[config.mk]
export PLATFORM = sky130hd
export DESIGN_NAME = cpu_core
export DESIGN_NICKNAME = d
export VERILOG_FILES = /design/src/hdl/cpu_pkg.sv /design/src/hdl/cpu_core.sv /design/src/hdl/decode_stage.sv /design/src/hdl/execute_stage.sv /design/src/hdl/fetch_stage.sv /design/src/hdl/regfile.sv
export VERILOG_INCLUDE_DIRS = /design/src /design/src/hdl
export SDC_FILE = /design/constraint.sdc
export NUM_CORES = 2
export LEC_CHECK = 0
export BUFFER_PORTS_ARGS = -buffer_cell sky130_fd_sc_hd__buf_2
export CORE_MARGIN = 2
export CORE_UTILIZATION = 30
export DETAILED_ROUTE_END_ITERATION = 7
export SKIP_LAST_GASP = 1
export SLEW_MARGIN = 20
export SYNTH_ARGS = -nofsm -noshare
export SYNTH_HDL_FRONTEND = slang
export SYNTH_SLANG_ARGS = --single-unit
[constraint.sdc]
create_clock -name clk_i -period 11.29 [get_ports clk_i]
set_input_delay 2.258 -clock clk_i [delete_from_list [all_inputs] [get_ports clk_i]]
set_output_delay 2.258 -clock clk_i [all_outputs]
set_load 0.01 [all_outputs]
[src/hdl/cpu_config.svh]
// Integer core configuration
`ifndef CPU_CONFIG_SVH
`define CPU_CONFIG_SVH

`define CPU_DW 32                       // Data width
`define CPU_AW 32                       // Address width
`define CPU_IW 32                       // Instruction width
`define CPU_REG_AW 5                    // Register file address width

// First fetch address after reset
`define CPU_RESET_VECTOR 32'h0000_0000
`define CPU_INSN_BYTES 4                // PC step per instruction

`endif

[src/hdl/cpu_pkg.sv]
// Integer core types
`include "cpu_config.svh"

package cpu_pkg;

   // Opcodes not listed here run as no-ops
   typedef enum logic [5:0] {
      OP_AND   = 6'h02,
      OP_AND_I = 6'h03,
      OP_OR    = 6'h04,
      OP_OR_I  = 6'h05,
      OP_XOR   = 6'h06,
      OP_XOR_I = 6'h07,
      OP_LSL   = 6'h08,
      OP_LSL_I = 6'h09,
      OP_LSR   = 6'h0a,
      OP_LSR_I = 6'h0b,
      OP_ASR   = 6'h0c,
      OP_ASR_I = 6'h0d,
      OP_ADD   = 6'h0e,
      OP_ADD_I = 6'h0f,
      OP_SUB   = 6'h10,
      OP_LDWU  = 6'h1a,
      OP_STW   = 6'h1e
   } opcode_e;

   typedef enum logic [3:0] {
      ALU_NONE = 4'd0,
      ALU_AND  = 4'd1,
      ALU_OR   = 4'd2,
      ALU_XOR  = 4'd3,
      ALU_LSL  = 4'd4,
      ALU_LSR  = 4'd5,
      ALU_ASR  = 4'd6,
      ALU_ADD  = 4'd7,
      ALU_SUB  = 4'd8
   } alu_op_e;

   typedef struct packed {
      logic              valid;
      logic [`CPU_IW-1:0] insn;
   } fetch_t;

   typedef struct packed {
      logic                  valid;
      alu_op_e               alu_op;
      logic [`CPU_DW-1:0]    operand_1;
      logic [`CPU_DW-1:0]    operand_2;
      logic [`CPU_DW-1:0]    store_data; // Register named in rd
      logic                  mem_load;
      logic                  mem_store;
      logic                  wb_en;
      logic [`CPU_REG_AW-1:0] wb_addr;
   } exec_t;

   typedef struct packed {
      logic                  we;
      logic [`CPU_REG_AW-1:0] addr;
      logic [`CPU_DW-1:0]    data;
   } wb_t;

endpackage

[src/hdl/cpu_core.sv]
// Three-stage integer core
`timescale 1ns/1ps
`include "cpu_config.svh"

module cpu_core (
   input  logic               clk_i,
   input  logic               rst_n_i,
   input  logic [`CPU_IW-1:0] insn_i,
   input  logic               insn_ready_i,
   input  logic [`CPU_DW-1:0] d_i,
   input  logic               dbus_rd_ready_i,
   input  logic               dbus_we_done_i,
   output logic [`CPU_AW-1:0] iaddr_o,
   output logic               ibus_rd_o,
   output logic [`CPU_AW-1:0] addr_o,
   output logic [`CPU_DW-1:0] d_o,
   output logic               dbus_rd_o,
   output logic               dbus_we_o
);

   cpu_pkg::fetch_t        fetch;
   cpu_pkg::exec_t         exec;
   cpu_pkg::wb_t           wb;
   logic                   stall;          // Execute freezes fetch and decode
   logic [`CPU_REG_AW-1:0] rs1_addr;
   logic [`CPU_REG_AW-1:0] rs2_addr;
   logic [`CPU_DW-1:0]     rs1_data;
   logic [`CPU_DW-1:0]     rs2_data;

   fetch_stage fetch0 (
      .clk_i        (clk_i),
      .rst_n_i      (rst_n_i),
      .insn_i       (insn_i),
      .insn_ready_i (insn_ready_i),
      .stall_i      (stall),
      .iaddr_o      (iaddr_o),
      .ibus_rd_o    (ibus_rd_o),
      .fetch_o      (fetch)
   );

   decode_stage decode0 (
      .clk_i      (clk_i),
      .rst_n_i    (rst_n_i),
      .fetch_i    (fetch),
      .stall_i    (stall),
      .rs1_addr_o (rs1_addr),
      .rs2_addr_o (rs2_addr),
      .rs1_data_i (rs1_data),
      .rs2_data_i (rs2_data),
      .exec_o     (exec)
   );

   regfile regfile0 (
      .clk_i      (clk_i),
      .rst_n_i    (rst_n_i),
      .rs1_addr_i (rs1_addr),
      .rs2_addr_i (rs2_addr),
      .rs1_data_o (rs1_data),
      .rs2_data_o (rs2_data),
      .wb_i       (wb)
   );

   execute_stage execute0 (
      .exec_i          (exec),
      .d_i             (d_i),
      .dbus_rd_ready_i (dbus_rd_ready_i),
      .dbus_we_done_i  (dbus_we_done_i),
      .addr_o          (addr_o),
      .d_o             (d_o),
      .dbus_rd_o       (dbus_rd_o),
      .dbus_we_o       (dbus_we_o),
      .stall_o         (stall),
      .wb_o            (wb)
   );

endmodule

[src/hdl/decode_stage.sv]
// Instruction decode stage
`timescale 1ns/1ps
`include "cpu_config.svh"

module decode_stage (
   input  logic                   clk_i,
   input  logic                   rst_n_i,
   input  cpu_pkg::fetch_t        fetch_i,
   input  logic                   stall_i,
   output logic [`CPU_REG_AW-1:0] rs1_addr_o,
   output logic [`CPU_REG_AW-1:0] rs2_addr_o,
   input  logic [`CPU_DW-1:0]     rs1_data_i,
   input  logic [`CPU_DW-1:0]     rs2_data_i,
   output cpu_pkg::exec_t         exec_o
);

   cpu_pkg::opcode_e       f_opcode;
   logic [`CPU_REG_AW-1:0] f_rd;
   logic [`CPU_REG_AW-1:0] f_rs1;
   logic [`CPU_REG_AW-1:0] f_rs2;
   logic [15:0]            f_imm16;

   cpu_pkg::alu_op_e alu_op;
   logic             mem_load;
   logic             mem_store;
   logic             wb_en;
   logic             use_imm;
   logic             imm_signed;
   logic [`CPU_DW-1:0] imm_oper;

   cpu_pkg::exec_t exec_d;
   cpu_pkg::exec_t exec_q;

   ////////////////////////////////
   // Field split
   ////////////////////////////////

   assign f_opcode = cpu_pkg::opcode_e'(fetch_i.insn[5:0]);
   assign f_rd     = fetch_i.insn[10:6];
   assign f_rs1    = fetch_i.insn[15:11];
   assign f_rs2    = fetch_i.insn[20:16];
   assign f_imm16  = fetch_i.insn[31:16];

   ////////////////////////////////
   // Opcode decode
   ////////////////////////////////

   always_comb begin
      alu_op     = cpu_pkg::ALU_NONE;
      mem_load   = 1'b0;
      mem_store  = 1'b0;
      wb_en      = 1'b1;
      use_imm    = 1'b0;
      imm_signed = 1'b0;
      case (f_opcode)
         cpu_pkg::OP_AND:   alu_op = cpu_pkg::ALU_AND;
         cpu_pkg::OP_OR:    alu_op = cpu_pkg::ALU_OR;
         cpu_pkg::OP_XOR:   alu_op = cpu_pkg::ALU_XOR;
         cpu_pkg::OP_LSL:   alu_op = cpu_pkg::ALU_LSL;
         cpu_pkg::OP_LSR:   alu_op = cpu_pkg::ALU_LSR;
         cpu_pkg::OP_ASR:   alu_op = cpu_pkg::ALU_ASR;
         cpu_pkg::OP_ADD:   alu_op = cpu_pkg::ALU_ADD;
         cpu_pkg::OP_SUB:   alu_op = cpu_pkg::ALU_SUB;
         cpu_pkg::OP_AND_I: begin
            alu_op     = cpu_pkg::ALU_AND;
            use_imm    = 1'b1;
            imm_signed = 1'b1;
         end
         cpu_pkg::OP_XOR_I: begin
            alu_op     = cpu_pkg::ALU_XOR;
            use_imm    = 1'b1;
            imm_signed = 1'b1;
         end
         cpu_pkg::OP_OR_I:  begin
            alu_op  = cpu_pkg::ALU_OR;
            use_imm = 1'b1;
         end
         cpu_pkg::OP_LSL_I: begin
            alu_op  = cpu_pkg::ALU_LSL;
            use_imm = 1'b1;
         end
         cpu_pkg::OP_LSR_I: begin
            alu_op  = cpu_pkg::ALU_LSR;
            use_imm = 1'b1;
         end
         cpu_pkg::OP_ASR_I: begin
            alu_op  = cpu_pkg::ALU_ASR;
            use_imm = 1'b1;
         end
         cpu_pkg::OP_ADD_I: begin
            alu_op  = cpu_pkg::ALU_ADD;
            use_imm = 1'b1;
         end
         // Memory ops form rs1 + simm16 in the adder
         cpu_pkg::OP_LDWU:  begin
            alu_op     = cpu_pkg::ALU_ADD;
            mem_load   = 1'b1;
            use_imm    = 1'b1;
            imm_signed = 1'b1;
         end
         cpu_pkg::OP_STW:   begin
            alu_op     = cpu_pkg::ALU_ADD;
            mem_store  = 1'b1;
            wb_en      = 1'b0;
            use_imm    = 1'b1;
            imm_signed = 1'b1;
         end
         default:           wb_en = 1'b0;       // Unknown opcode is a no-op
      endcase
   end

   assign imm_oper = imm_signed ? {{(`CPU_DW-16){f_imm16[15]}}, f_imm16}
                                : {{(`CPU_DW-16){1'b0}}, f_imm16};

   // Store data comes from rd through the second port
   assign rs1_addr_o = f_rs1;
   assign rs2_addr_o = mem_store ? f_rd : f_rs2;

   always_comb begin
      exec_d.valid      = fetch_i.valid;
      exec_d.alu_op     = alu_op;
      exec_d.operand_1  = rs1_data_i;
      exec_d.operand_2  = use_imm ? imm_oper : rs2_data_i;
      exec_d.store_data = rs2_data_i;
      exec_d.mem_load   = mem_load;
      exec_d.mem_store  = mem_store;
      exec_d.wb_en      = wb_en;
      exec_d.wb_addr    = f_rd;
   end

   ////////////////////////////////
   // Decode to execute register
   ////////////////////////////////

   always_ff @(posedge clk_i or negedge rst_n_i) begin
      if (!rst_n_i) begin
         exec_q <= '0;
      end else if (!stall_i) begin
         exec_q <= exec_d;
      end
   end

   assign exec_o = exec_q;

endmodule

[src/hdl/execute_stage.sv]
// Execute and writeback stage
`timescale 1ns/1ps
`include "cpu_config.svh"

module execute_stage (
   input  cpu_pkg::exec_t     exec_i,
   input  logic [`CPU_DW-1:0] d_i,
   input  logic               dbus_rd_ready_i,
   input  logic               dbus_we_done_i,
   output logic [`CPU_AW-1:0] addr_o,
   output logic [`CPU_DW-1:0] d_o,
   output logic               dbus_rd_o,
   output logic               dbus_we_o,
   output logic               stall_o,
   output cpu_pkg::wb_t       wb_o
);

   logic                 is_lsl;
   logic [`CPU_DW-1:0]   shift_lsw;
   logic [`CPU_DW-1:0]   shift_msw;
   logic [2*`CPU_DW-1:0] shift_wide;
   logic [`CPU_DW-1:0]   shift_right;
   logic [`CPU_DW-1:0]   shift_res;

   logic                 adder_sub;
   logic [`CPU_DW-1:0]   adder_op2;
   logic [`CPU_DW-1:0]   adder_sum;

   logic [`CPU_DW-1:0]   alu_res;

   function automatic logic [`CPU_DW-1:0] reverse_bits(input logic [`CPU_DW-1:0] a);
      logic [`CPU_DW-1:0] r;
      for (int i = 0; i < `CPU_DW; i++) begin
         r[`CPU_DW-1-i] = a[i];
      end
      return r;
   endfunction

   ////////////////////////////////
   // Shifter
   ////////////////////////////////

   // Left shift is a right shift of the mirrored word
   assign is_lsl      = (exec_i.alu_op == cpu_pkg::ALU_LSL);
   assign shift_lsw   = is_lsl ? reverse_bits(exec_i.operand_1) : exec_i.operand_1;
   assign shift_msw   = (exec_i.alu_op == cpu_pkg::ALU_ASR) ?
                        {`CPU_DW{exec_i.operand_1[`CPU_DW-1]}} : '0;
   assign shift_wide  = {shift_msw, shift_lsw} >> exec_i.operand_2[4:0];
   assign shift_right = shift_wide[`CPU_DW-1:0];
   assign shift_res   = is_lsl ? reverse_bits(shift_right) : shift_right;

   ////////////////////////////////
   // Adder
   ////////////////////////////////

   assign adder_sub = (exec_i.alu_op == cpu_pkg::ALU_SUB);
   assign adder_op2 = adder_sub ? ~exec_i.operand_2 : exec_i.operand_2;
   assign adder_sum = exec_i.operand_1 + adder_op2 + `CPU_DW'(adder_sub);  // +1 completes negate

   always_comb begin
      case (exec_i.alu_op)
         cpu_pkg::ALU_AND: alu_res = exec_i.operand_1 & exec_i.operand_2;
         cpu_pkg::ALU_OR:  alu_res = exec_i.operand_1 | exec_i.operand_2;
         cpu_pkg::ALU_XOR: alu_res = exec_i.operand_1 ^ exec_i.operand_2;
         cpu_pkg::ALU_LSL,
         cpu_pkg::ALU_LSR,
         cpu_pkg::ALU_ASR: alu_res = shift_res;
         cpu_pkg::ALU_ADD,
         cpu_pkg::ALU_SUB: alu_res = adder_sum;
         default:          alu_res = '0;
      endcase
   end

   ////////////////////////////////
   // Data bus and writeback
   ////////////////////////////////

   assign addr_o    = adder_sum;            // Memory ops always add
   assign d_o       = exec_i.store_data;
   assign dbus_rd_o = exec_i.valid & exec_i.mem_load;
   assign dbus_we_o = exec_i.valid & exec_i.mem_store;

   // Hold the pipe until the bus answers
   assign stall_o = (dbus_rd_o & ~dbus_rd_ready_i) | (dbus_we_o & ~dbus_we_done_i);

   assign wb_o.we   = exec_i.valid & exec_i.wb_en & ~stall_o;
   assign wb_o.addr = exec_i.wb_addr;
   assign wb_o.data = exec_i.mem_load ? d_i : alu_res;

endmodule

[src/hdl/fetch_stage.sv]
// Instruction fetch stage
`timescale 1ns/1ps
`include "cpu_config.svh"

module fetch_stage (
   input  logic                 clk_i,
   input  logic                 rst_n_i,
   input  logic [`CPU_IW-1:0]   insn_i,
   input  logic                 insn_ready_i,
   input  logic                 stall_i,
   output logic [`CPU_AW-1:0]   iaddr_o,
   output logic                 ibus_rd_o,
   output cpu_pkg::fetch_t      fetch_o
);

   logic [`CPU_AW-1:0] pc_q;
   logic               accept;
   cpu_pkg::fetch_t    fetch_q;

   ////////////////////////////////
   // Program counter
   ////////////////////////////////

   // No request while execute holds the pipe
   assign ibus_rd_o = ~stall_i;
   assign accept    = insn_ready_i & ibus_rd_o;
   assign iaddr_o   = pc_q;

   always_ff @(posedge clk_i or negedge rst_n_i) begin
      if (!rst_n_i) begin
         pc_q <= `CPU_RESET_VECTOR;
      end else if (accept) begin
         pc_q <= pc_q + `CPU_AW'(`CPU_INSN_BYTES);  // Straight-line only
      end
   end

   ////////////////////////////////
   // Fetch to decode register
   ////////////////////////////////

   always_ff @(posedge clk_i or negedge rst_n_i) begin
      if (!rst_n_i) begin
         fetch_q <= '0;
      end else if (!stall_i) begin
         // Bubble when the bus has no word this cycle
         fetch_q.valid <= accept;
         fetch_q.insn  <= insn_i;
      end
   end

   assign fetch_o = fetch_q;

endmodule

[src/hdl/regfile.sv]
// General purpose register file
`timescale 1ns/1ps
`include "cpu_config.svh"

module regfile (
   input  logic                   clk_i,
   input  logic                   rst_n_i,
   input  logic [`CPU_REG_AW-1:0] rs1_addr_i,
   input  logic [`CPU_REG_AW-1:0] rs2_addr_i,
   output logic [`CPU_DW-1:0]     rs1_data_o,
   output logic [`CPU_DW-1:0]     rs2_data_o,
   input  cpu_pkg::wb_t           wb_i
);

   localparam int NREGS = 1 << `CPU_REG_AW;

   logic [`CPU_DW-1:0] regs [NREGS];

   // r0 is an ordinary register here
   always_ff @(posedge clk_i or negedge rst_n_i) begin
      if (!rst_n_i) begin
         for (int i = 0; i < NREGS; i++) begin
            regs[i] <= '0;
         end
      end else if (wb_i.we) begin
         regs[wb_i.addr] <= wb_i.data;
      end
   end

   ////////////////////////////////
   // Read ports with write-through
   ////////////////////////////////

   function automatic logic [`CPU_DW-1:0] read_port(input logic [`CPU_REG_AW-1:0] addr,
                                                    input logic [`CPU_DW-1:0]     stored,
                                                    input cpu_pkg::wb_t           wb);
      // Result retiring this cycle wins over the array
      return (wb.we && wb.addr == addr) ? wb.data : stored;
   endfunction

   assign rs1_data_o = read_port(rs1_addr_i, regs[rs1_addr_i], wb_i);
   assign rs2_data_o = read_port(rs2_addr_i, regs[rs2_addr_i], wb_i);

endmodule

# == Yosys cells after proc, flatten, opt, wreduce, memory -nomap -nowiden ==
# Cells that the tools add are included.
# Widths: inputs -> output; s select.
# word_totals
mem_bits_ro,0
output_inout_bits,99
memories,0
word_cells,138
in_bits,69
reg_bits,1198
latchBits,0
mem_bits_rw,0
# op_classes
n_eq_ne,27
bitwise,18
n_lt_le_gt_ge,4
mul,0
shifts,1
n_div,0
muxes,26
n_reduce_logical,15
n_addsub,3
# ops
operator,count
$bwmux 1024,1
$mux 32,14
$bmux 32 s5,2
$demux 32 s5,1
$pmux 32 s5,1
$shr 64x5->32,1
$eq 6x4->1 const B,8
$add 32x1->32,1
$add 32x3->32 const B,1
$add 32x32->32,1
$and 32x32->32,1
$not 32->32,1
$or 32x32->32,1
$pmux 4 s8,1
$xor 32x32->32,1
$eq 6x3->1 const B,4
$eq 6x5->1 const B,3
$ge 6x6->1 const B,3
$not 5->6,3
$eq 4x3->1 const B,4
$reduce_or 16->1,1
$reduce_or 2->1,7
$eq 6x2->1 const B,2
$eq 5x5->1,2
other kinds (13),29

# == Depth between registers and ports, before layout ==
# logic_depth
word_depth,9
depth_mapped,17

# == Modules after synthesis ==
# A second synthesis with hierarchy kept.
# unflattened
hier_cells,5323
area_unflattened_um2,69151.3
# modules_own_cells
mod,cells_each,seq_area_each_um2,area_per_inst_um2,n_inst
regfile,3777,25624.6,54564.8,1
execute_stage,1016,0.0,7424.6,1
decode_stage,334,2727.6,4474.3,1
fetch_stage,196,1576.5,2687.6,1

# == Least setup slack after synthesis ==
# No wires, ideal clock.
# synth_path
path_type,reg-to-output
from,"register decode0.exec_q, in the netlist decode0.exec_o[106]"
to,output port addr_o[28]
path_buffers,4
stages_incl_launch_ff,14
t_arrival_ns,3.858
setup_slack_ns,5.174
required_ns,9.032
path_cell_list,dfrtp_1 > buf_2 > or4b_1 > clkbuf_1 > clkbuf_1 > xnor2_1 > ha_1 > clkbuf_1 > o21ai_0 > o21ai_0 > a211oi_1 > a211oi_1 > o21ai_0 > xnor2_1
# synth_via
elab_chain_cells,4
# synth_lines
element,line_no,source
start: declaration,decode_stage.sv:32,cpu_pkg::exec_t exec_q;
start signal: assignment,decode_stage.sv:137,exec_q <= '0;
start signal: assignment,decode_stage.sv:139,exec_q <= exec_d;
$eq 4x4->1 (*),execute_stage.sv:56,assign adder_sub = (exec_i.alu_op == cpu_pkg::ALU_SUB);
$mux 32,execute_stage.sv:57,assign adder_op2 = adder_sub ? ~exec_i.operand_2 : exec_i.operand_2;
$add 32x32->32,execute_stage.sv:58,assign adder_sum = exec_i.operand_1 + adder_op2 + `CPU_DW'(adder_sub);
$add 32x1->32 (*),execute_stage.sv:58,
end: declaration,cpu_core.sv:15,"output logic [`CPU_AW-1:0] addr_o,"
# Every way passes the cells marked *; elsewhere a longest branch is shown, timed or not.

# == Final worst setup path ==
# layout_path
from,"register decode0.exec_q, in the netlist decode0.exec_o[104]"
to,output port addr_o[25]
# The elaborated chain is that of the path after synthesis.

==> results_dict.tcl <==
set metrics [dict create \
    status "complete, but fails checks" \
    violations "design-rule violations" \
    fin_crit_ps 7530 \
    yosysWarnings 0 \
    root_buffer "clkbuf_16" \
    clock-skew-final_ps 57.7 \
    clock_latency_ps 820 \
    postRouteAntennaNets 0 \
    place_congestion 0.975 \
    route.met3.wl_um 32900 \
    wl_met1_um 120000 \
    die_x_um 487 \
    setup_viol 0 \
    crit_arrival_ps 5270 \
    rows 177 \
    grt_overflow_total 0 \
    htreeDepth 4 \
    rsz0062_at_grt "false" \
    synth_area_mm2 0.0699 \
    routed_via_density 5.99 \
    timing.final.crit_share_pct 66.7 \
    antenna_found_initial 16 \
    route.detailed.drc 1 \
    dp_hpwl_um 195000 \
    worst_slack_ps 3760 \
    avgSynthCellArea_um2 9.29 \
    drt_first_pass_iters 8 \
    worst_setup_path_end_kind "primary output" \
    min_path_type "reg2reg" \
    synth.distinct_cells 103 \
    die_h_um 487 \
    die_area_mm2 0.237 \
    start_kind "flop" \
    ios 168 \
    core_area_mm2 0.232 \
    drive_gt1_share_pct 16.2 \
    synth.ff_latch_count 1196 \
    synth_edf_count 0 \
    peakVddDrop_v 0.000165 \
    routed-wl-met2_um 132000 \
    grt_pass1_wl_um 437000 \
    swShare_pct 30.9 \
    comb_power_share_pct 15.7 \
    route.top_layer_used "met5" \
    slew_headroom_pct 17.7 \
    numCtsBuffers 136 \
    tightest_slew_ps 1230 \
    clock_path_buffers 3 \
    p_leak_nw 32.9 \
    drt-total-wl_um 305000 \
    vias 62500 \
    worstPathMaxFanout 43 \
    clock.fmax_mhz 133 \
    final_cells 10400 \
    ys_seq_area_share_pct 42.8 \
    cts.sinks 1196 \
    worstPathRequired_ps 9030 \
    grt_usage_pct 25.2 \
    ys.flop_type "dfrtp_1" \
    tns_ps 0 \
    wl_per_cell_um 29.3 \
    ys_async_sr_fraction_pct 100 \
    power.share.clock_pct 41.8 \
    maxCapViolations 0 \
    slew_violations 0 \
    final_util_pct 33.7 \
    seqPwrFrac_pct 42.5 \
    start_util_pct 30.1 \
    p_int_mw 7.48 \
    cts_hold_buf 0 \
    synthCells 7521 \
    dp.cells 10200 \
    cts_tree "built" \
    critPathKind "reg2out" \
    dp_slack_ps 4620 \
    nets 7446 \
    post_cts_buffers 0 \
    synth_area_leader_cell "dfrtp_1" \
    io_buffers 165 \
    grt_max_degree 166 \
    synthTopCellsByArea "dfrtp_1 43%, mux4_2 12%, nand2_1 11%, o21ai_0 7.0%, clkbuf_1 3.0%" \
    area_growth_pct 11.9 \
    grt_pass1_vias 59300 \
    power_switching_mw 3.34 \
    path_clk_slew_ps 60 \
    hold_viol 0 \
    cts_resized 0 \
    power_density_mw_per_mm2 138 \
    initialDrtViolationCount 8316 \
    yosys.area.top_type_share_pct 42.8 \
]
-- synthesized netlist by cell type, types with 20 or more instances --
cell and n:
a31oi_1 127, mux2i_1 147, mux2_2 140, o21ai_1 28
o21ai_0 976, a32oi_1 40, buf_4 39, o211ai_1 37
ha_1 99, nor2_1 186, buf_2 54, a211oi_1 190
nand4_1 25, dfrtp_1 1196, a21o_1 21, clkbuf_1 555
nand3_1 193, a21oi_1 155, nor3_1 49, buf_1 81
inv_1 82, mux4_2 358, a22oi_1 38, nand2_1 1963
o31ai_1 21, xnor2_1 75, a311oi_1 21, o22ai_1 49
and2_1 20, and3_1 186, a221oi_1 30
-- metrics by stage --
step	total power, mW	cell area [um^2]	hold WS, ps
finish	10.8	78100	463
global route	11.1	78100	489
CTS	10.8	78100	466
detailed placement	6.32	73600	451
global placement	6.31	73600	445
floorplan	5.55	69900	430
-- layout by cell type, fill, tap and decap left out, types with 20 or more instances in the layout --
master,Yosys,final
and3_1,186,186
mux2i_1,147,145
a221oi_1,30,29
clkinv_2,0,21
a311oi_1,21,21
nor3_1,49,46
nand4_1,25,25
mux2_2,140,140
nand3_1,193,191
ha_1,99,99
nor2_1,186,177
a211oi_1,190,188
clkbuf_16,0,136
dfrtp_1,1196,1189
buf_2,54,164
o21ai_1,28,27
a21oi_1,155,151
a21o_1,21,21
nand2_1,1963,1927
inv_1,82,81
nand2_2,0,27
xnor2_1,75,75
o211ai_1,37,37
o21ai_0,976,973
a31oi_1,127,123
clkbuf_1,555,32
mux4_2,358,358
clkbuf_8,0,29
o22ai_1,49,49
a32oi_1,40,40
o31ai_1,21,20
buf_4,39,169
a22oi_1,38,37
-- worst max-delay path, cell delays in order, from the launching register on --
cell and delay [ps]:
dfrtp_1 370, buf_4 270, or4b_2 680, buf_4 360, xnor2_1 230, ha_1 400, a21oi_1 210, o21ai_0 110
a21oi_1 440, a211oi_1 140, buf_4 190, o211ai_1 290, o21ai_0 160, xor2_1 370, buf_2 240
-- routing by layer --
metal | GRT usage, % | vias up
met2 | 37.6 | 3887
met5 | 0 | -
met1 | 33.0 | 31300
li1 | - | 26400
met4 | 14.2 | 18
met3 | 6.53 | 853
-- layout make-up --
type / instances / area [um^2]
Inverter: 85 / 322
Antenna cell: 4 / 10.0
Tap cell: 3043 / 3810
Timing Repair Buffer: 349 / 2380
Sequential cell: 1196 / 29900
Clock buffer: 197 / 3920
Multi-Input combinational cell: 5509 / 37200
Fill cell: 23600 / 154000
Clock inverter: 43 / 587
-- registers in the layout, indices dropped and copies added (netlist names) --
name / flops
regfile0.regs: 1024
decode0.exec_o: 109
fetch0.fetch_o: 33
fetch0.iaddr_o: 30
-- final timing paths --
kind,from,end,slack [ps],cells past startpoint
worst min-delay path,fetch0.fetch_o[32]$_DFFE_PN0P_,decode0.exec_o[108]$_DFFE_PN0P_,460,1
min in group asynchronous,rst_n_i,regfile0.regs[845]$_DFFE_PN0P_,1470,1
worst max-delay path,decode0.exec_o[104]$_DFFE_PN0P_,addr_o[25],3760,14
worst min register to register,fetch0.fetch_o[32]$_DFFE_PN0P_,decode0.exec_o[108]$_DFFE_PN0P_,460,1
max in group asynchronous,rst_n_i,decode0.exec_o[89]$_DFFE_PN0P_,7400,3
worst max register to register,fetch0.fetch_o[5]$_DFFE_PN0P_,decode0.exec_o[48]$_DFFE_PN0P_,5280,10
-- cell families (layout without fill, tap and decap cells) --
kind of cell / Yosys count / count (layout) / share of synthesized area, %
and+or+nand+nor: 2734 / 2734 / 16.5
AOI/OAI and AO/OA: 1935 / 1935 / 17.1
DFF: 1196 / 1196 / 42.8
buffers and inverters: 817 / 674 / 4.71
muxes: 646 / 646 / 15.9
adders and majority gates: 100 / 100 / 1.80
xor gates and xnor gates: 92 / 92 / 1.15
other: 1 / 6 / 0.00537
-- power groups by stage --
| stage | Clock (mW) | Sequential (mW) | Combinational, mW |
|---|---|---|---|
| after floorplan | 0 | 4.58 | 0.966 |
| after global placement | 0 | 4.66 | 1.65 |
| after detailed placement | 0 | 4.67 | 1.65 |
| after CTS | 4.55 | 4.59 | 1.66 |
| after global routing | 4.74 | 4.61 | 1.79 |
| final | 4.52 | 4.60 | 1.70 |
No activity file was read; power rests on OpenSTA's default activity.
